## src/verilog/busPkg.sv

```systemverilog
////////////////////////////////////////
// Backplane bus types
// Address word views and request bundle
////////////////////////////////////////

package busPkg;

   ////////////////////////////////////////
   // Data word
   ////////////////////////////////////////

   // One 36-bit bus word
   typedef logic [35:0] busWordT;

   ////////////////////////////////////////
   // Address word
   ////////////////////////////////////////

   // Cycle type flags, top nibble of the address word
   typedef struct packed {
      logic rd;               // Read cycle
      logic wr;               // Write cycle
      logic io;               // Set for I/O, clear for memory
      logic rsvd;
   } busFlagsT;

   // Memory view of the address word
   typedef struct packed {
      busFlagsT    flags;
      logic [13:0] spare;
      logic [17:0] wordAddr;  // 18-bit word address
   } memAddrT;

   // I/O view of the same word
   typedef struct packed {
      busFlagsT    flags;
      logic [13:0] spare;
      logic [3:0]  ctlNum;    // Controller number
      logic [11:0] spareLo;
      logic [1:0]  regNum;    // Device register select
   } ioAddrT;

   // Both views overlay one 36-bit word
   typedef union packed {
      memAddrT mem;
      ioAddrT  io;
   } busAddrU;

   // Request that travels with the strobe
   typedef struct packed {
      busAddrU addr;
      busWordT wrData;
   } busReqT;

endpackage

```

## src/verilog/memPkg.sv

```systemverilog
////////////////////////////////////////
// Memory and bus monitor sizing
////////////////////////////////////////

package memPkg;

   // Installed memory, in words
   localparam int memWords = 1024;
   // Array index width
   localparam int memAddrBits = $clog2(memWords);

   // Cycles from strobe to memory acknowledge
   localparam int memWaitStates = 3;

   // Monitor window before NXM is declared
   localparam int nxmTimeout = 15;
   // Counter width for the window
   localparam int nxmCntBits = $clog2(nxmTimeout + 1);

   // Controller number of the device register block
   localparam int ioCtlNum = 3;

endpackage

```

## src/verilog/nxmMonitor.sv

```systemverilog
////////////////////////////////////////
// NXM bus monitor
// Times memory cycles, flags the unanswered
////////////////////////////////////////

`timescale 1ns/1ps

module nxmMonitor
(
   input  logic            clk,
   input  logic            rst,
   input  logic            busReq,
   input  busPkg::busReqT  busReqData,
   input  logic            busAck,
   output logic            memWait,
   output logic            nxmIntr,
   output busPkg::busAddrU nxmAddr
);
   import busPkg::*;
   import memPkg::*;

   logic                  memStrobe;
   logic [nxmCntBits-1:0] timeout;
   busAddrU               curAddr;

   // Only memory cycles are watched, I/O is ignored
   assign memStrobe = busReq && !busReqData.addr.mem.flags.io;

   ////////////////////////////////////////
   // Timeout counter
   ////////////////////////////////////////

   // Load on strobe, clear on ack, else run down to zero
   always_ff @(posedge clk or posedge rst)
   begin
      if (rst)
         timeout <= '0;
      else if (memStrobe)
         timeout <= nxmCntBits'(nxmTimeout);
      else if (busAck)
         timeout <= '0;
      else if (timeout != '0)
         timeout <= timeout - 1'b1;
   end

   // Wait spans the open window, drops in the NXM cycle
   assign memWait = (timeout > nxmCntBits'(1));
   // Last count of the window means nobody answered
   assign nxmIntr = (timeout == nxmCntBits'(1));

   ////////////////////////////////////////
   // Failing address
   ////////////////////////////////////////

   // Address of the cycle in flight
   always_ff @(posedge clk)
   begin
      if (memStrobe)
         curAddr <= busReqData.addr;
   end

   // Latched as the count passes to 1 so it shows with nxmIntr
   always_ff @(posedge clk or posedge rst)
   begin
      if (rst)
         nxmAddr <= '0;
      else if ((timeout == nxmCntBits'(2)) && !busAck)
         nxmAddr <= curAddr;
   end

   // A timed-out cycle is never also acknowledged
   ackNotNxm: assert property (@(posedge clk) disable iff (rst) !(busAck && nxmIntr));
   // CPU holds off while a memory cycle is open
   noStrobeInWait: assert property (@(posedge clk) disable iff (rst) busReq |-> !memWait);

endmodule
```

## config.mk

```make
export PLATFORM = sky130hd
export DESIGN_NAME = nxmMonitor
export DESIGN_NICKNAME = d
export VERILOG_FILES = /design/src/verilog/busPkg.sv /design/src/verilog/memPkg.sv /design/src/verilog/nxmMonitor.sv
export SDC_FILE = /design/constraint.sdc
export NUM_CORES = 1
export LEC_CHECK = 0
export ABC_AREA = 1
export BUFFER_PORTS_ARGS = -buffer_cell sky130_fd_sc_hd__buf_4
export CAP_MARGIN = 15
export CORE_MARGIN = 2
export CORE_UTILIZATION = 49
export DETAILED_ROUTE_END_ITERATION = 8
export GPL_TIMING_DRIVEN = 1
export HOLD_SLACK_MARGIN = 0.05
export PLACE_DENSITY = 0.8
export SLEW_MARGIN = 20
export SYNTH_ARGS = -nofsm -noshare
export SYNTH_HDL_FRONTEND = slang
export SYNTH_SLANG_ARGS = --single-unit
```

## constraint.sdc

```tcl
create_clock -name clk -period 1.7 [get_ports clk]
set_input_delay 0.255 -clock clk [delete_from_list [all_inputs] [get_ports clk]]
set_output_delay 0.255 -clock clk [all_outputs]
set_load 0.01 [all_outputs]
```

Yosys cells after proc, flatten, opt, wreduce, memory -nomap -nowiden
Index checks and enable logic that the tools add are counted.
{"block": "classes", "n_eq_ne": 2, "reduce_logical": 6, "magnitude_cmp": 1, "addsub": 1, "n_mux": 3}
{"op": "4-bit 2-to-1 mux", "count": 3}
{"op": "4-bit by 1-bit equality test with 1-bit output (second input constant)", "count": 1}
{"op": "4-bit by 2-bit equality test with 1-bit output (second input constant)", "count": 1}
{"op": "4-bit by 1-bit > comparator with 1-bit output (second input constant)", "count": 1}
{"op": "4-bit nonzero test", "count": 1}
{"op": "4-bit by 1-bit subtractor with 4-bit output (second input constant)", "count": 1}
{"op": "3-bit nonzero test", "count": 1}
{"op": "1-bit logical AND", "count": 2}
{"op": "1-bit zero test", "count": 2}
{"block": "totals", "out_inout_bits": 38, "inputBits": 76, "elab_cells": 16, "regBits": 76}

Depth between registers and ports, before layout
{"block": "logic_depth", "depth_word": 4, "depth_mapped": 6, "ltp_nobuf": 6}

Worst setup path after synthesis
OpenSTA, ideal clock, no wires.
{"block": "synth_timing", "kind": "input to register", "startpoint": "input port busReqData[69] (netlist bit)", "endpoint": "register curAddr[0] (netlist bit) (enable)", "n_path_buf": 0, "setup_slack_ns": 0.162, "path_stages": 3, "arrival_ns": 1.146, "t_required_ns": 1.309, "setup_time_ns": 0.391, "cell_sequence": "inv_1 nand2_1 inv_1"}
{"block": "synth_via", "elab_chain_cells": 2}
{"item": "from (decl)", "line_no": "nxmMonitor.sv:13", "source": "input busPkg::busReqT busReqData,"}
{"item": "1-bit zero test", "line_no": "nxmMonitor.sv:27", "source": "assign memStrobe = busReq && !busReqData.addr.mem.flags.io;"}
{"item": "1-bit logical AND", "line_no": "nxmMonitor.sv:27"}
{"item": "net memStrobe", "line_no": "nxmMonitor.sv:22", "source": "logic memStrobe;"}
{"item": "to (signal assigned)", "line_no": "nxmMonitor.sv:59", "source": "curAddr <= busReqData.addr;"}
{"item": "to (decl)", "line_no": "nxmMonitor.sv:24", "source": "busAddrU curAddr;"}
The timed path passes the listed nets, and every way through them passes these cells.
A chain may end at the register's enable or synchronous reset.

Worst setup path in the final report
{"block": "layout_timing", "startpoint": "register timeout[0]", "endpoint": "output port memWait"}
{"block": "layout_via", "elab_chain_cells": 1}
{"item": "from (decl)", "line_no": "nxmMonitor.sv:23", "source": "logic [nxmCntBits-1:0] timeout;"}
{"item": "from (signal assigned)", "line_no": "nxmMonitor.sv:39", "source": "timeout <= nxmCntBits'(nxmTimeout);"}
{"item": "from (signal assigned)", "line_no": "nxmMonitor.sv:43", "source": "timeout <= timeout - 1'b1;"}
{"item": "4-bit by 1-bit > comparator with 1-bit output", "line_no": "nxmMonitor.sv:47", "source": "assign memWait = (timeout > nxmCntBits'(1));"}
{"item": "to (decl)", "line_no": "nxmMonitor.sv:15", "source": "output logic memWait,"}
No other way between the ends.

==> impl_metrics.json <==
{
  "outcome": "finished clean",
  "drt_iter0_drc": 42,
  "synth_top_cells_by_area": "edfxtp_1 (36%), dfrtp_1 (33%), o21ai_2 (10%)",
  "drv_slew": 0,
  "yosysTopAreaCellShare_pct": 35.6,
  "ios": 114,
  "end_kind": "output pin",
  "post-route-util_pct": 67.1,
  "core_area_mm2": 0.00596,
  "post_synth_num_cell_types": 18,
  "power.switching_mw": 1.88,
  "syn_to_final_growth_pct": 31.6,
  "critPathArrivalTime_ns": 1.39,
  "p_leak_nw": 1.92,
  "synth.most_common_cell": "inv_1",
  "critical_path_class": "reg -> out",
  "cts_sinks": 76,
  "netlist_area_mm2": 0.00304,
  "dp_worst_setup_slack_ns": 0.228,
  "synth_cells": 227,
  "overflow": 0,
  "cts_root_buf": "clkbuf_8",
  "fillers": 447,
  "drc": 0,
  "wl_per_cell_um": 13.1,
  "place_congestion": 0.679,
  "cts_buffer_depth": 2,
  "row_count": 28,
  "reg2reg_from": "timeout[0]",
  "tns_ns": 0,
  "grt_pass1_vias": 1866,
  "ys_warn_count": 0,
  "clkPwrFrac_pct": 25.0,
  "max_slew.worst_pin.slew_ns": 0.370,
  "cts_tree": "yes",
  "vias_per_cell": 4.63,
  "ys_seq_elements": 76,
  "cts_htree_levels": 3,
  "holdWs_ns": 0.0883,
  "report.final.setup_viol": 0,
  "start_util_pct": 51.0,
  "worstPathRequired_ns": 1.44,
  "num_vias": 1848,
  "cts_buffers": 9,
  "synth_edf_count": 36,
  "grt_start_max_net_pins": 35,
  "port_buffers": 77,
  "hpwl_um": 3670,
  "ant_nets": 0,
  "dieHeight_um": 82.7,
  "pwr-share-comb_pct": 31.1,
  "p_per_area_mw_per_mm2": 1590,
  "placed_area_mm2": 0.00370,
  "start_kind": "flop",
  "yosysTopAreaCell": "edfxtp_1",
  "grtUsageTotal_pct": 16.5,
  "hp-class": "in -> reg",
  "syn_nets": 306,
  "min_from": "busReqData[67]",
  "slew_headroom_pct": 75.3,
  "antennaDiodeCount": 0,
  "design_area_mm2": 0.00400,
  "hold_viol": 0,
  "nets": 398,
  "pwr-share-seq_pct": 44.0,
  "synthFlopType": "dfrtp_1",
  "path_max_fanout": 4,
  "fmax_mhz": 609,
  "min_period_ns": 1.64,
  "synthTopCellsByCount": "inv_1 (43), dfrtp_1 (40), edfxtp_1 (36), o21ai_2 (36), nand2_2 (34)",
  "swShare_pct": 29.4,
  "grt_first_pass_wirelength_um": 8210,
  "clk_pin_slew_ns": 0.08,
  "drv_cap": 0,
  "p_int_mw": 4.50,
  "crit_path_start": "timeout[0]",
  "async_flop_share_pct": 52.6,
  "finalCritPeriodShare_pct": 96.5,
  "first_pass_iters": 4,
  "ys_seq_area_share_pct": 68.6,
  "clk-insertion-delay-late_ns": 0.33,
  "peakVddDrop_uv": 891,
  "antenna_found_initial": 0,
  "drt-total-wl_um": 5240,
  "avgSynthCellArea_um2": 13.4,
  "die_area_mm2": 0.00684,
  "worst_slack_ns": 0.0592,
  "final_layout_size_suffix_gt1_share_pct": 55.9,
  "skew_ns": 0.00887,
  "fp.dieW_um": 82.7
}
-- layout make-up --
cell class | instances | area (µm²) | area share (%)
Sequential cell | 76 | 2080 | 52.1
Multi-Input combinational cell | 100 | 736 | 18.4
Timing Repair Buffer | 88 | 688 | 17.2
Inverter | 44 | 165 | 4.13
Clock buffer | 11 | 131 | 3.29
Clock inverter | 5 | 100 | 2.50
Tap cell | 75 | 93.8 | 2.35
-- metrics by stage --
stage / power, mW / cells
2_1_floorplan: 3.85 / 227
3_5_place_dp: 4.79 / 378
5_1_grt: 6.75 / 399
6_report: 6.37 / 399
4_1_cts: 6.42 / 396
3_3_place_gp: 4.71 / 378
-- sequential cells by signal (all words and copies together) (netlist names) --
| signal | flops |
|---|---|
| timeout | 4 |
| curAddr | 36 |
| nxmAddr | 36 |
-- layout by cell type, fill, tap and decap left out, drive strengths merged --
cell type	n
clkinv	2
bufinv	3
buf	87
ha	3
dfrtp	40
nand3	3
dlygate4sd3	1
nor2	4
o21ai	39
edfxtp	36
nor3b	1
a21oi	2
nand4	2
xnor2	1
inv	44
clkbuf	11
nand2	45
-- metal layers --
metal	share of wire [%]	track usage, %	wire, µm	vias to the layer above
li1	-	-	-	906
met1	41	18.7	2130	875
met5	0	0	0	-
met2	51	27.7	2650	57
met3	7.2	6.63	376	10
met4	1.7	7.21	87	0
-- power by group through the flow --
| stage | registers, mW | logic [mW] | clock network, mW |
|---|---|---|---|
| 2_1_floorplan | 3.02 | 0.830 | 0 |
| 3_3_place_gp | 2.82 | 1.89 | 0 |
| 3_5_place_dp | 2.84 | 1.95 | 0 |
| 4_1_cts | 2.81 | 1.98 | 1.63 |
| 5_1_grt | 2.87 | 2.18 | 1.71 |
| 6_report | 2.80 | 1.98 | 1.59 |
-- cell families after synthesis --
| family | share of synthesized area (%) |
|---|---|
| compound gates | 11.2 |
| xor+xnor | 0.288 |
| fa+ha+maj | 1.24 |
| buf+inv | 8.03 |
| flops | 68.6 |
| simple gates | 10.7 |
-- final timing paths --
| kind | slack [ns] | depth (start not counted) | end |
|---|---|---|---|
| worst min register to register | 0.49 | 2 | nxmAddr[16] |
| worst min-delay path | 0.09 | 1 | curAddr[31] |
| max in group asynchronous | 0.73 | 4 | nxmAddr[9] |
| worst max-delay path | 0.06 | 6 | memWait |
| min in group asynchronous | 0.45 | 3 | nxmAddr[29] |
| worst max register to register | 0.16 | 7 | nxmAddr[27] |
-- critical path, cell delays in order, from the launching register on --
cell and delay (ns):
dfrtp_1 0.42, inv_2 0.12, ha_4 0.17, nand2_4 0.07, inv_2 0.08, nor2_1 0.04
buf_4 0.14
-- timing repair --
item,CTS,global route
hold buffers,1,0
gates cloned,0,0
pin swaps,0,1
endpoints found under the hold margin,15,0
gates resized for setup,6,2
buffers inserted,1,3
endpoints found under the setup margin,1,2
Power figures use the tool's default switching activity.
