--- src/verilog/busPkg.sv ---
////////////////////////////////////////
// Backplane bus types
// Address word views and request bundle
////////////////////////////////////////

package busPkg;

   ////////////////////////////////////////
   // Data word
   ////////////////////////////////////////

   // One 36-bit bus word
   typedef logic [35:0] busWordT;

   ////////////////////////////////////////
   // Address word
   ////////////////////////////////////////

   // Cycle type flags, top nibble of the address word
   typedef struct packed {
      logic rd;               // Read cycle
      logic wr;               // Write cycle
      logic io;               // Set for I/O, clear for memory
      logic rsvd;
   } busFlagsT;

   // Memory view of the address word
   typedef struct packed {
      busFlagsT    flags;
      logic [13:0] spare;
      logic [17:0] wordAddr;  // 18-bit word address
   } memAddrT;

   // I/O view of the same word
   typedef struct packed {
      busFlagsT    flags;
      logic [13:0] spare;
      logic [3:0]  ctlNum;    // Controller number
      logic [11:0] spareLo;
      logic [1:0]  regNum;    // Device register select
   } ioAddrT;

   // Both views overlay one 36-bit word
   typedef union packed {
      memAddrT mem;
      ioAddrT  io;
   } busAddrU;

   // Request that travels with the strobe
   typedef struct packed {
      busAddrU addr;
      busWordT wrData;
   } busReqT;

endpackage

--- src/verilog/memPkg.sv ---
////////////////////////////////////////
// Memory and bus monitor sizing
////////////////////////////////////////

package memPkg;

   // Installed memory, in words
   localparam int memWords = 1024;
   // Array index width
   localparam int memAddrBits = $clog2(memWords);

   // Cycles from strobe to memory acknowledge
   localparam int memWaitStates = 3;

   // Monitor window before NXM is declared
   localparam int nxmTimeout = 15;
   // Counter width for the window
   localparam int nxmCntBits = $clog2(nxmTimeout + 1);

   // Controller number of the device register block
   localparam int ioCtlNum = 3;

endpackage

--- src/verilog/ioRegs.sv ---
////////////////////////////////////////
// Device register block
// Four read/write registers on one controller
////////////////////////////////////////

`timescale 1ns/1ps

module ioRegs
(
   input  logic            clk,
   input  logic            rst,
   input  logic            busReq,
   input  busPkg::busReqT  busReqData,
   output logic            ioAck,
   output busPkg::busWordT ioRdData
);
   import busPkg::*;
   import memPkg::*;

   // Register file, indexed by regNum
   busWordT [3:0] regFile;
   ioAddrT        ioView;
   logic          hit;

   ////////////////////////////////////////
   // Decode
   ////////////////////////////////////////

   // I/O view of the address word
   assign ioView = busReqData.addr.io;

   // I/O cycle to our controller number
   // Other controllers are left unanswered
   assign hit = busReq && ioView.flags.io && (ioView.ctlNum == 4'(ioCtlNum));

   ////////////////////////////////////////
   // Registers and ack
   ////////////////////////////////////////

   // Registers come up cleared
   always_ff @(posedge clk or posedge rst)
   begin
      if (rst)
      begin
         ioAck   <= 1'b0;
         regFile <= '0;
      end
      else
      begin
         // Ack the cycle after the strobe
         ioAck <= hit;
         if (hit && ioView.flags.wr)
            regFile[ioView.regNum] <= busReqData.wrData;
      end
   end

   // Read data alongside the ack
   // Returns the value before any same-cycle write
   always_ff @(posedge clk)
   begin
      if (hit && ioView.flags.rd)
         ioRdData <= regFile[ioView.regNum];
   end

endmodule

--- config.mk ---
export PLATFORM = sky130hd
export DESIGN_NAME = ioRegs
export DESIGN_NICKNAME = d
export VERILOG_FILES = /design/src/verilog/busPkg.sv /design/src/verilog/memPkg.sv /design/src/verilog/ioRegs.sv
export SDC_FILE = /design/constraint.sdc
export NUM_CORES = 1
export LEC_CHECK = 0
export BUFFER_PORTS_ARGS = -buffer_cell sky130_fd_sc_hd__buf_2
export CORE_MARGIN = 2
export CORE_UTILIZATION = 50
export DETAILED_ROUTE_END_ITERATION = 10
export MAX_ROUTING_LAYER = met4
export PLACE_DENSITY_LB_ADDON = 0.25
export SLEW_MARGIN = 20
export SYNTH_ARGS = -nofsm -noshare
export SYNTH_HDL_FRONTEND = slang
export SYNTH_SLANG_ARGS = --single-unit
--- constraint.sdc ---
create_clock -name clk -period 14.7 [get_ports clk]
set_input_delay 2.94 -clock clk [delete_from_list [all_inputs] [get_ports clk]]
set_output_delay 2.94 -clock clk [all_outputs]
set_load 0.05 [all_outputs]
Word level (Yosys, flattened, before mapping)
Index checks and enable logic that the tools add are counted.
Word-level totals
  register bits after elaboration: 181
  bits of input ports: 75
  output and inout port bits: 37
Cells by class
  $lt $le $gt $ge: 2
  equal/unequal tests: 1
  multiplexer cells: 5
  reductions and logical operators: 5
Operators with widths (count)
  144-bit bitwise mux: 1
  36-bit binary-select mux with 2-bit select: 1
  36-bit demux with 2-bit select: 1
  36-bit two-way mux: 2
  1-bit logical AND: 5
  4-bit by 2-bit equality test with 1-bit output, second input constant: 1
  2-bit by 3-bit < comparator with 1-bit output, second input constant: 1
  2-bit by 1-bit greater-or-equal comparator with 1-bit output, second input constant: 1

Longest topological paths before layout
Gate-level depths: netlist of the first run.
  depth in word-level cells: 5
  gate-level depth with buffers: 5

Least setup slack after synthesis of the first run
Ideal clock, no wire load.
  path type: input -> register
  start point: in busReqData[51] (netlist bit)
  end point: reg ioRdData[0], enable pin
  arrival time: 4.285 ns
  setup slack: 10.018 ns
  stages: 3
  cells stage by stage: nand4_1 -> nor3_1 -> and2_1
On the way
  longest elaborated chain between the ends: 3
RTL lines
  start: declaration: line ioRegs.sv:13  | input busPkg::busReqT busReqData,
  4-bit by 2-bit equality test with 1-bit output: line ioRegs.sv:34  | assign hit = busReq && ioView.flags.io && (ioView.ctlNum == 4'(ioCtlNum));
  1-bit logical AND: line ioRegs.sv:34
  named net hit: line ioRegs.sv:23  | logic hit;
  1-bit logical AND: line ioRegs.sv:61  | if (hit && ioView.flags.rd)
  end signal: assignment: line ioRegs.sv:62  | ioRdData <= regFile[ioView.regNum];
  end: declaration: line ioRegs.sv:15  | output busPkg::busWordT ioRdData
The timed path passes the listed nets, and every way through them passes these cells.
A chain may end at the register's enable or synchronous reset.

Worst setup path in the final report of the first run
  start point: in busReqData[37] (netlist bit)
  end point: reg regFile[104] (netlist bit)
On the way
  longest elaborated chain between the ends: 5
  elaborated cells on any way between the ends: 6
RTL lines
  2-bit by 3-bit < comparator with 1-bit output (implied by the code) / 2-bit by 1-bit greater-or-equal comparator with 1-bit output (equally long branches): line ioRegs.sv:53  | regFile[ioView.regNum] <= busReqData.wrData;
  1-bit logical AND (implied by the code): line ioRegs.sv:53
  36-bit two-way mux (implied by the code): line ioRegs.sv:53
  36-bit demux with 2-bit select *: line ioRegs.sv:53
  144-bit bitwise mux *: line ioRegs.sv:53
  end signal: indexed assignment: line ioRegs.sv:53
  end: declaration: line ioRegs.sv:21  | busWordT [3:0] regFile;
Every way passes the cells marked *; elsewhere a longest branch is shown, timed or not.

==> out/qor.csv, run 1 <==
stage;metric;value;unit
timing;Final Max Tran Viols;0;
grt;initial antenna violation count;0;
critical_path;CP startpoint kind;primary input;
timing;worst slew pin tran;827;ps
pwr;worst IR drop on VDD;0.0000887;V
grt;gr busiest metal;met2;
grt;first-pass GRT wire length;22700;microns
cells_and_area;share of cells above drive strength 1;61.8;%
synthesis;Mapped Nets;469;
die;row count;45;
timing;Final setup viols;0;
synthesis;Synth area leader;dfrtp_1;
route;initial DRC count;271;
synthesis;Synth Warn #;0;
synthesis;top cells by area, synth;dfrtp_1 47%, edfxtp_1 14%, mux2_2 12%;
place;Placed Instances;651;
critical_path;CP Capture Type;register;
grt;largest net degree at the start of global routing;94;
job;max-cap viol count;0;
timing;Fmax;0.198;GHz
synthesis;top-count cell post-synth;dfrtp_1;
die;Initial Util;50.9;%
synthesis;post-synthesis sequential area ratio;61.3;%
synthesis;Synth top area share;47.2;%
pwr;LEAKAGE;4.30;nW
grt;met2 Use GR;29.9;%
critical_path;r2r worst-path depth;1;
pwr;Power Density;120;mW/mm^2
critical_path;CP Cell Sequence;buf_4 -> inv_1 -> or4_2 -> buf_4 -> mux2_4;
synthesis;Yosys cell types;21;
cts;clock latency at the later pin of the worst-skew pair;420;ps
synthesis;Synth Instances;394;
cells_and_area;area delta synth->final;14.2;%
cells_and_area;# diodes;0;
synthesis;Syn Area/Cell;19.5;sq um
cts;CTS Root Cell;clkbuf_16;
critical_path;CP required;15000;ps
critical_path;Setup CP Type;in2reg;
die;IO Pins;112;
cts;CTS tree;yes;
route;Antenna Nets Post-Route;0;
critical_path;slowest CP cell;or4_2;
synthesis;fraction of registers with async set/reset;80.1;%
grt;vias in the first global route;4142;
route;post-route DRC violation count;0;
timing;fin crit share;34.3;%
route;Routed WL;14000;microns
grt;grt met3 use;5.55;%
grt;total track usage;19.2;%
die;core area;0.0151;sq mm
place;placer congestion estimate;0.714;
cts;H-tree depth;4;
timing;Fin Setup TNS;0;ps
cts;CTS resizes;0;
min_path;worst hold path cell count;1;
synthesis;prevailing post-synth register cell;dfrtp_1;
cells_and_area;fin util;58.1;%
synthesis;Synth top cells by count;145 x dfrtp_1, 82 x mux2_2, 60 x mux2_4, 36 x edfxtp_1, 36 x mux4_2;
timing;Final Hold Viols;0;
outcome;status;complete, no violations;
grt;met1 usage;25.3;%
place;Final HPWL DP;7960;microns
place;PortBufs;84;
cts;maximum root-to-sink buffer count;2;
die;Die Wd;128;microns
min_path;Worst Hold Class;reg2reg;
synthesis;Synth Register Bits;181;
cts;CTS Buf Count;17;
critical_path;Reg-to-Reg Start;regFile[108]$_DFFE_PP0P_;
route;via count;3775;
route;wire per inst;20.6;microns
cts;postcts setup bufs;0;
cells_and_area;Final nets;557;
critical_path;worst r2r dst;ioRdData[0]$_DFFE_PP_;
critical_path;Critical Path Most Common Cell;buf_4;
grt;gr ovfl total;0;
critical_path;R2R Setup Slk;13580;ps
synthesis;Synth Cell Area;0.00768;sq mm
die;total die area;0.0164;sq mm
route;DRT Pass-1 Iters;4;
cts;Clk pin slew, worst setup/hold paths;60;ps
cells_and_area;Layout Cells excl Fill;683;
cts;Num Clock Sinks;181;
timing;unrepaired setup endpoints after global routing;false;
timing;Clock Skew;9.17;ps
min_path;worst hold endpoint;regFile[61]$_DFFE_PP0P_;
min_path;HP Start;regFile[61]$_DFFE_PP0P_;
die;Die Ht;128;microns
timing;shortest period the worst path allows;5040;ps
critical_path;slowest stage delay, CP;840;ps
cts;hold_buf cts;0;
route;vias per cell;5.53;
timing;Rel. slew slack;44.8;%
critical_path;Critical Path AT;5340;ps
synthesis;Post-synth EDFFs;36;
critical_path;critical path fanouts, max;40;
state kept, by name, indices dropped and copies added, names as in the netlist:
signal and count:
regFile 144, ioRdData 36, ioAck 1
placed cells by master (no fill, tap or decap), types with 2 or more instances in the layout:
cell / n
bufinv_16: 2
clkbuf_1: 2
clkbuf_8: 4
edfxtp_1: 36
clkinvlp_4: 2
clkbuf_16: 17
or4_2: 2
mux2_4: 60
mux4_2: 36
mux2_1: 2
dfrtp_1: 145
buf_4: 8
mux2_2: 82
buf_2: 83
clkinv_2: 5
power by group:
group | switching [mW] | internal (mW)
sequential | 0.00984 | 0.531
clock | 0.183 | 0.267
combinational | 0.0275 | 0.0351
layout make-up:
class,count,area [sq um]
clock inverter,9,100
timing repair buffer,91,475
fill,1152,6320
multi-input combinational,189,2750
clock buffer,23,488
tap,188,235
sequential,181,4710
inverter,2,12.5
worst max-delay path by stage:
stage	start	endpoint	slack, ps
6_report	busReqData[37]	regFile[104]$_DFFE_PP0P_	9660
5_1_grt	busReqData[37]	regFile[104]$_DFFE_PP0P_	9560
4_1_cts	busReqData[37]	regFile[104]$_DFFE_PP0P_	9630
3_5_place_dp	busReqData[37]	regFile[104]$_DFFE_PP0P_	9220
3_3_place_gp	busReqData[37]	regFile[113]$_DFFE_PP0P_	9250
2_1_floorplan	rst	ioAck$_DFF_PP0_	7870
per-layer routing:
| metal | part of all wire, % | vias up | routed length, microns |
|---|---|---|---|
| met3 | 4.1 | 7 | 580 |
| met2 | 49 | 88 | 6850 |
| li1 | - | 1664 | - |
| met5 | 0 | - | 0 |
| met1 | 46 | 2016 | 6520 |
| met4 | 0.64 | 0 | 90 |
critical path: cells and delay by family:
kind,cells,cell delay [ps]
multiplexers,1,390
AND/OR/NAND/NOR,1,840
buffers and inverters,3,1130
kinds of logic after synthesis:
family / synth area share (%)
DFF: 61.3
muxes: 34.6
buffers and inverters: 3.01
and+or+nand+nor: 1.06
through the flow:
step           setup WS, ps  power, mW  hold slack [ps]  cell area, sq um
2_1_floorplan          7870      0.593              452              7680
3_3_place_gp           9250      0.610              462              8180
3_5_place_dp           9220      0.614              472              8180
4_1_cts                9630       1.06              487              8770
5_1_grt                9560       1.09              496              8770
6_report               9660       1.05              482              8770
(Power assumes the default switching activity.)
==> run 2, diff against run 1 <==
Settings changed: ABC_AREA set to 1.
Clock period 14.7 ns to 4.99 ns, I/O delays scaled along.
==> out/qor.csv, run 2 <==
stage;metric;value;unit
min_path;worst hold endpoint;regFile[85]$_DFFE_PP0P_;
synthesis;Synth top cells by count;365 x nand2_1, 145 x dfrtp_1, 144 x nand4_1;
die;Die Wd;130;microns
cts;CTS Root Cell;clkbuf_16;
timing;Min Hold Slack;478;ps
critical_path;Critical Path AT;2730;ps
timing;worst slew pin tran;1010;ps
critical_path;r2r worst-path depth;2;
cells_and_area;Biggest register;regFile;
route;DRT Pass-1 Iters;5;
cts;Num Clock Sinks;181;
timing;shortest period the worst path allows;2410;ps
synthesis;Synth Register Bits;181;
pwr;worst IR drop on VDD;0.000260;V
min_path;Worst Hold Class;reg2reg;
grt;first-pass GRT wire length;30700;microns
synthesis;fraction of registers with async set/reset;80.1;%
timing;Clock Skew;13.7;ps
synthesis;Synth top area share;45.4;%
timing;Final Max Tran Viols;0;
route;post-route DRC violation count;0;
pwr;sw frac;23.8;%
critical_path;CP Capture Type;register;
pwr;Sequential Power Share;51.8;%
grt;largest net degree at the start of global routing;109;
synthesis;top-count cell post-synth;nand2_1;
cts;clock latency at the later pin of the worst-skew pair;430;ps
cts;postcts setup bufs;0;
critical_path;Setup CP Type;in2reg;
route;initial DRC count;711;
pwr;clock power share;41.3;%
cells_and_area;Final nets;968;
die;Die Ht;130;microns
synthesis;Mapped Nets;927;
job;max-cap viol count;0;
grt;gr ovfl total;0;
synthesis;Synth Instances;852;
min_path;HP Start;regFile[85]$_DFFE_PP0P_;
die;core area;0.0158;sq mm
timing;Rel. slew slack;32.8;%
pwr;Int Power;2.35;mW
timing;unrepaired setup endpoints after global routing;false;
cts;CTS tree;yes;
timing;Final setup viols;0;
timing;Fmax;0.414;GHz
synthesis;Post-synth EDFFs;36;
critical_path;slowest CP cell;nand4_4;
synthesis;top cells by area, synth;dfrtp_1 45%, nand2_1 17%, edfxtp_1 14%;
critical_path;Reg-to-Reg Start;regFile[21]$_DFFE_PP0P_;
critical_path;worst r2r dst;ioRdData[21]$_DFFE_PP_;
cells_and_area;commonest non-fill, non-tap cell in the layout;nand2_1;
grt;initial antenna violation count;2;
critical_path;slowest stage delay, CP;750;ps
critical_path;critical path fanouts, max;67;
synthesis;post-synthesis sequential area ratio;59.0;%
place;Final HPWL DP;9550;microns
pwr;combinational power share;6.9;%
cells_and_area;number of flip-flops in the largest register;144;
place;placed standard-cell area;0.00839;sq mm
die;row count;46;
cells_and_area;fin util;56.7;%
cells_and_area;area delta synth->final;12.0;%
min_path;worst hold path cell count;2;
route;wire per inst;16.7;microns
pwr;switching pwr;0.731;mW
outcome;status;complete, no violations;
route;Antenna Nets Post-Route;0;
cells_and_area;share of cells above drive strength 1;14.3;%
cts;CTS Buf Count;17;
cts;maximum root-to-sink buffer count;2;
route;Routed WL;18800;microns
critical_path;CP Cell Sequence;buf_4 -> nand4_4 -> nand2_1 -> nand2_1;
grt;total track usage;23.9;%
cts;hold_buf cts;0;
cts;H-tree depth;4;
route;vias per cell;5.72;
die;total die area;0.0170;sq mm
synthesis;prevailing post-synth register cell;dfrtp_1;
synthesis;Synth area leader;dfrtp_1;
pwr;LEAKAGE;4.53;nW
timing;Final Hold Viols;0;
synthesis;Synth Warn #;0;
place;PortBufs;84;
die;Initial Util;50.6;%
critical_path;R2R Setup Slk;4000;ps
synthesis;Syn Area/Cell;9.37;sq um
critical_path;CP required;5300;ps
critical_path;Critical Path Most Common Cell;nand2_1;
timing;Fin Setup TNS;0;ps
route;via count;6432;
cells_and_area;biggest regs;regFile x144, ioRdData x36, ioAck x1;
synthesis;Yosys cell types;18;
die;IO Pins;112;
timing;fin crit share;48.4;%
cells_and_area;post-route cell area;0.00895;sq mm
grt;vias in the first global route;6056;
place;placer congestion estimate;0.723;
cts;CTS resizes;0;
critical_path;CP startpoint kind;primary input;
cells_and_area;most frequent cells in the layout;365 x nand2_1, 145 x dfrtp_1, 144 x nand4_1, 83 x buf_2;
cts;Clk pin slew, worst setup/hold paths;70;ps
synthesis;Synth Cell Area;0.00799;sq mm
pwr;Power Density;344;mW/mm^2
==> run 2: worst max path at each step <==
stage	from	to	slack, ps	depth (start not counted)
after detailed placement	busReqData[70]	regFile[108]$_DFFE_PP0P_	2140	4
final	busReqData[70]	regFile[9]$_DFFE_PP0P_	2580	4
after CTS	busReqData[70]	regFile[108]$_DFFE_PP0P_	2590	4
after global routing	busReqData[70]	regFile[99]$_DFFE_PP0P_	2460	4
after floorplan	rst	ioAck$_DFF_PP0_	100	1
after global placement	busReqData[70]	regFile[127]$_DFFE_PP0P_	2160	4
==> run 2: cell families (layout without fill, tap and decap cells) <==
| family | after synthesis | after routing | share of synthesized area, % |
|---|---|---|---|
| simple gates | 557 | 557 | 32.4 |
| buf+inv | 78 | 132 | 5.20 |
| flops | 181 | 181 | 59.0 |
| other cells | 0 | 2 | 0 |
| compound gates | 36 | 36 | 3.38 |
==> run 2: area by class of cell <==
cell class	instances	area, sq um
diodes	2	5.00
well taps	216	270
inverters	7	31.3
flip-flops and latches	181	4710
clock buffers	19	433
clock inverters	13	115
multi-input cells	593	2880
repair buffers	93	503
fillers	1443	6820
==> run 2: power by group through the flow <==
stage	registers (mW)	clock network, mW	logic, mW
detailed placement	1.62	0	0.211
floorplan	1.62	0	0.136
CTS	1.59	1.29	0.212
finish	1.59	1.27	0.211
global placement	1.62	0	0.209
global route	1.60	1.35	0.238
==> run 2: stage by stage <==
step | instances | setup slack (ps) | power [mW]
after floorplan | 852 | 97.4 | 1.75
after global placement | 1090 | 2160 | 1.83
after detailed placement | 1090 | 2140 | 1.83
after CTS | 1122 | 2590 | 3.09
after global routing | 1124 | 2460 | 3.18
final | 1124 | 2580 | 3.08
==> run 2: worst max-delay path, delay by kind of cell <==
kind	cells	cell delay [ps]
buffers and inverters	1	590
AND/OR/NAND/NOR	3	1080
==> run 2: metal layers <==
metal  up-vias  global-route usage, %  wire length [microns]
li1       3047                      -                      -
met1      3158                   32.5                   8620
met2       212                   37.3                   8900
met3        15                   4.48                   1130
met4         0                   6.76                    172
met5         -                      -                      0
==> run 3, diff against run 2 <==
Clock period 4.99 ns to 2 ns, I/O delays scaled along.
==> out/qor.csv, run 3 (synthesis gave the netlist of run 2 again) <==
stage;metric;value;unit
route;initial DRC count;649;
timing;shortest period the worst path allows;1460;ps
cells_and_area;fin util;58.6;%
timing;Fmax;0.686;GHz
route;vias per cell;5.66;
timing;Clock Skew;6.87;ps
route;Antenna Nets Post-Route;0;
pwr;Design Power;7.77;mW
cts;CTS Buf Count;17;
timing;Rel. slew slack;64.9;%
cts;clock latency at the later pin of the worst-skew pair;430;ps
critical_path;CP required;1600;ps
cells_and_area;Final nets;989;
cts;Num Clock Sinks;181;
critical_path;CP Cell Sequence;buf_2;
grt;largest net degree at the start of global routing;113;
cells_and_area;fillers;1423;
min_path;HP Start;busReqData[18];
critical_path;CP Capture Type;output pin;
critical_path;Setup CP Type;reg2out;
min_path;worst hold path cell count;3;
place;Final HPWL DP;11000;microns
critical_path;slowest stage delay, CP;400;ps
timing;Final setup viols;0;
cells_and_area;commonest non-fill, non-tap cell in the layout;nand2_1;
pwr;Power Density;841;mW/mm^2
critical_path;Reg-to-Reg Start;regFile[22]$_DFFE_PP0P_;
timing;Fin Setup TNS;0;ps
grt;gr ovfl total;0;
cts;postcts setup bufs;0;
cells_and_area;biggest regs;regFile x144, ioRdData x36, ioAck x1;
min_path;worst hold endpoint;regFile[126]$_DFFE_PP0P_;
timing;Final Max Tran Viols;0;
timing;fin crit share;72.8;%
critical_path;worst r2r dst;ioRdData[22]$_DFFE_PP_;
grt;total track usage;24.7;%
cells_and_area;Biggest register;regFile;
route;DRT Pass-1 Iters;5;
cts;maximum root-to-sink buffer count;2;
cts;CTS Root Cell;clkbuf_16;
pwr;worst IR drop on VDD;0.000661;V
cells_and_area;number of flip-flops in the largest register;144;
die;core area;0.0158;sq mm
route;post-route DRC violation count;0;
critical_path;Top delay family on crit path;flip-flops;
cells_and_area;most frequent cells in the layout;364 x nand2_1, 145 x dfrtp_1, 144 x nand4_1, 83 x buf_2;
die;row count;46;
outcome;status;complete, no violations;
critical_path;CP startpoint kind;register;
cells_and_area;area delta synth->final;15.7;%
die;total die area;0.0170;sq mm
place;PortBufs;84;
die;Die Wd;130;microns
place;placer congestion estimate;0.776;
cts;Clk pin slew, worst setup/hold paths;70;ps
cells_and_area;# diodes;0;
route;wire per inst;16.8;microns
die;IO Pins;112;
route;Routed WL;19200;microns
die;Die Ht;130;microns
timing;worst slew pin tran;526;ps
job;max-cap viol count;0;
route;via count;6472;
critical_path;crit path buf inv count;1;
critical_path;slowest CP cell;edfxtp_1;
grt;vias in the first global route;6087;
cts;H-tree depth;4;
cells_and_area;share of cells above drive strength 1;16.7;%
timing;Final WS setup;543;ps
min_path;Worst Hold Class;in2reg;
pwr;LEAKAGE;4.67;nW
critical_path;critical path fanouts, max;1;
timing;Min Hold Slack;251;ps
critical_path;R2R Setup Slk;1020;ps
critical_path;Critical Path AT;1060;ps
timing;Final Hold Viols;0;
cts;CTS tree;yes;
place;worst slack, placed;200;ps
critical_path;r2r worst-path depth;2;
grt;initial antenna violation count;0;
die;Initial Util;50.6;%
timing;unrepaired setup endpoints after global routing;false;
grt;first-pass GRT wire length;31700;microns
[run 3: changes by cell type in the layout (fill, tap and decap cells not counted), sizes merged]
cell / delta
dlygate4sd3: +1
clkinvlp: +1
buf: +20
diode: -2
clkbuf: +2
clkinv: -2
inv: -1
[run 3: area by class of cell]
class | count | area, sq um | area share, %
inverters | 7 | 30.0 | 0.325
clock inverters | 11 | 110 | 1.19
multi-input cells | 593 | 2900 | 31.3
well taps | 216 | 270 | 2.92
flip-flops and latches | 181 | 4710 | 51.0
repair buffers | 114 | 776 | 8.39
clock buffers | 21 | 450 | 4.87
[run 3: report_power, final]
part	internal (mW)	switching (mW)	leakage, nW
clock	1.85	1.36	0.268
sequential	3.90	0.0748	2.34
combinational	0.179	0.397	2.07
total	5.94	1.84	4.67
[run 3: how the worst max path moves through the flow]
stage                      startpoint                       to  slack (ps)  cells past startpoint
4_1_cts        ioRdData[19]$_DFFE_PP_             ioRdData[19]         510                      1
2_1_floorplan                     rst          ioAck$_DFF_PP0_        -220                      1
3_3_place_gp                   busReq  regFile[68]$_DFFE_PP0P_         230                      7
3_5_place_dp                   busReq  regFile[66]$_DFFE_PP0P_         200                      7
5_1_grt        ioRdData[19]$_DFFE_PP_             ioRdData[19]         510                      1
6_report       ioRdData[19]$_DFFE_PP_             ioRdData[19]         540                      1
[run 3: per-layer routing]
metal  share of wire, %  track usage [%]  up-vias
li1                   -                -     3089
met1                 46             34.8     3131
met2                 47             36.6      230
met3                6.0             5.33       22
met4                1.2             7.32        0
met5                  0                -        -
[run 3: metrics by stage]
stage,std cells,cell area [sq um]
after global placement,1110,8670
after global routing,1143,9240
final,1143,9240
after detailed placement,1110,8670
after CTS,1143,9240
after floorplan,852,8010
[run 3: repair_timing]
item / 4_1_cts / 5_1_grt
hold buffers: 1 / 0
hold endpoints to repair: 10 / 0
gates resized for setup: 0 / 0
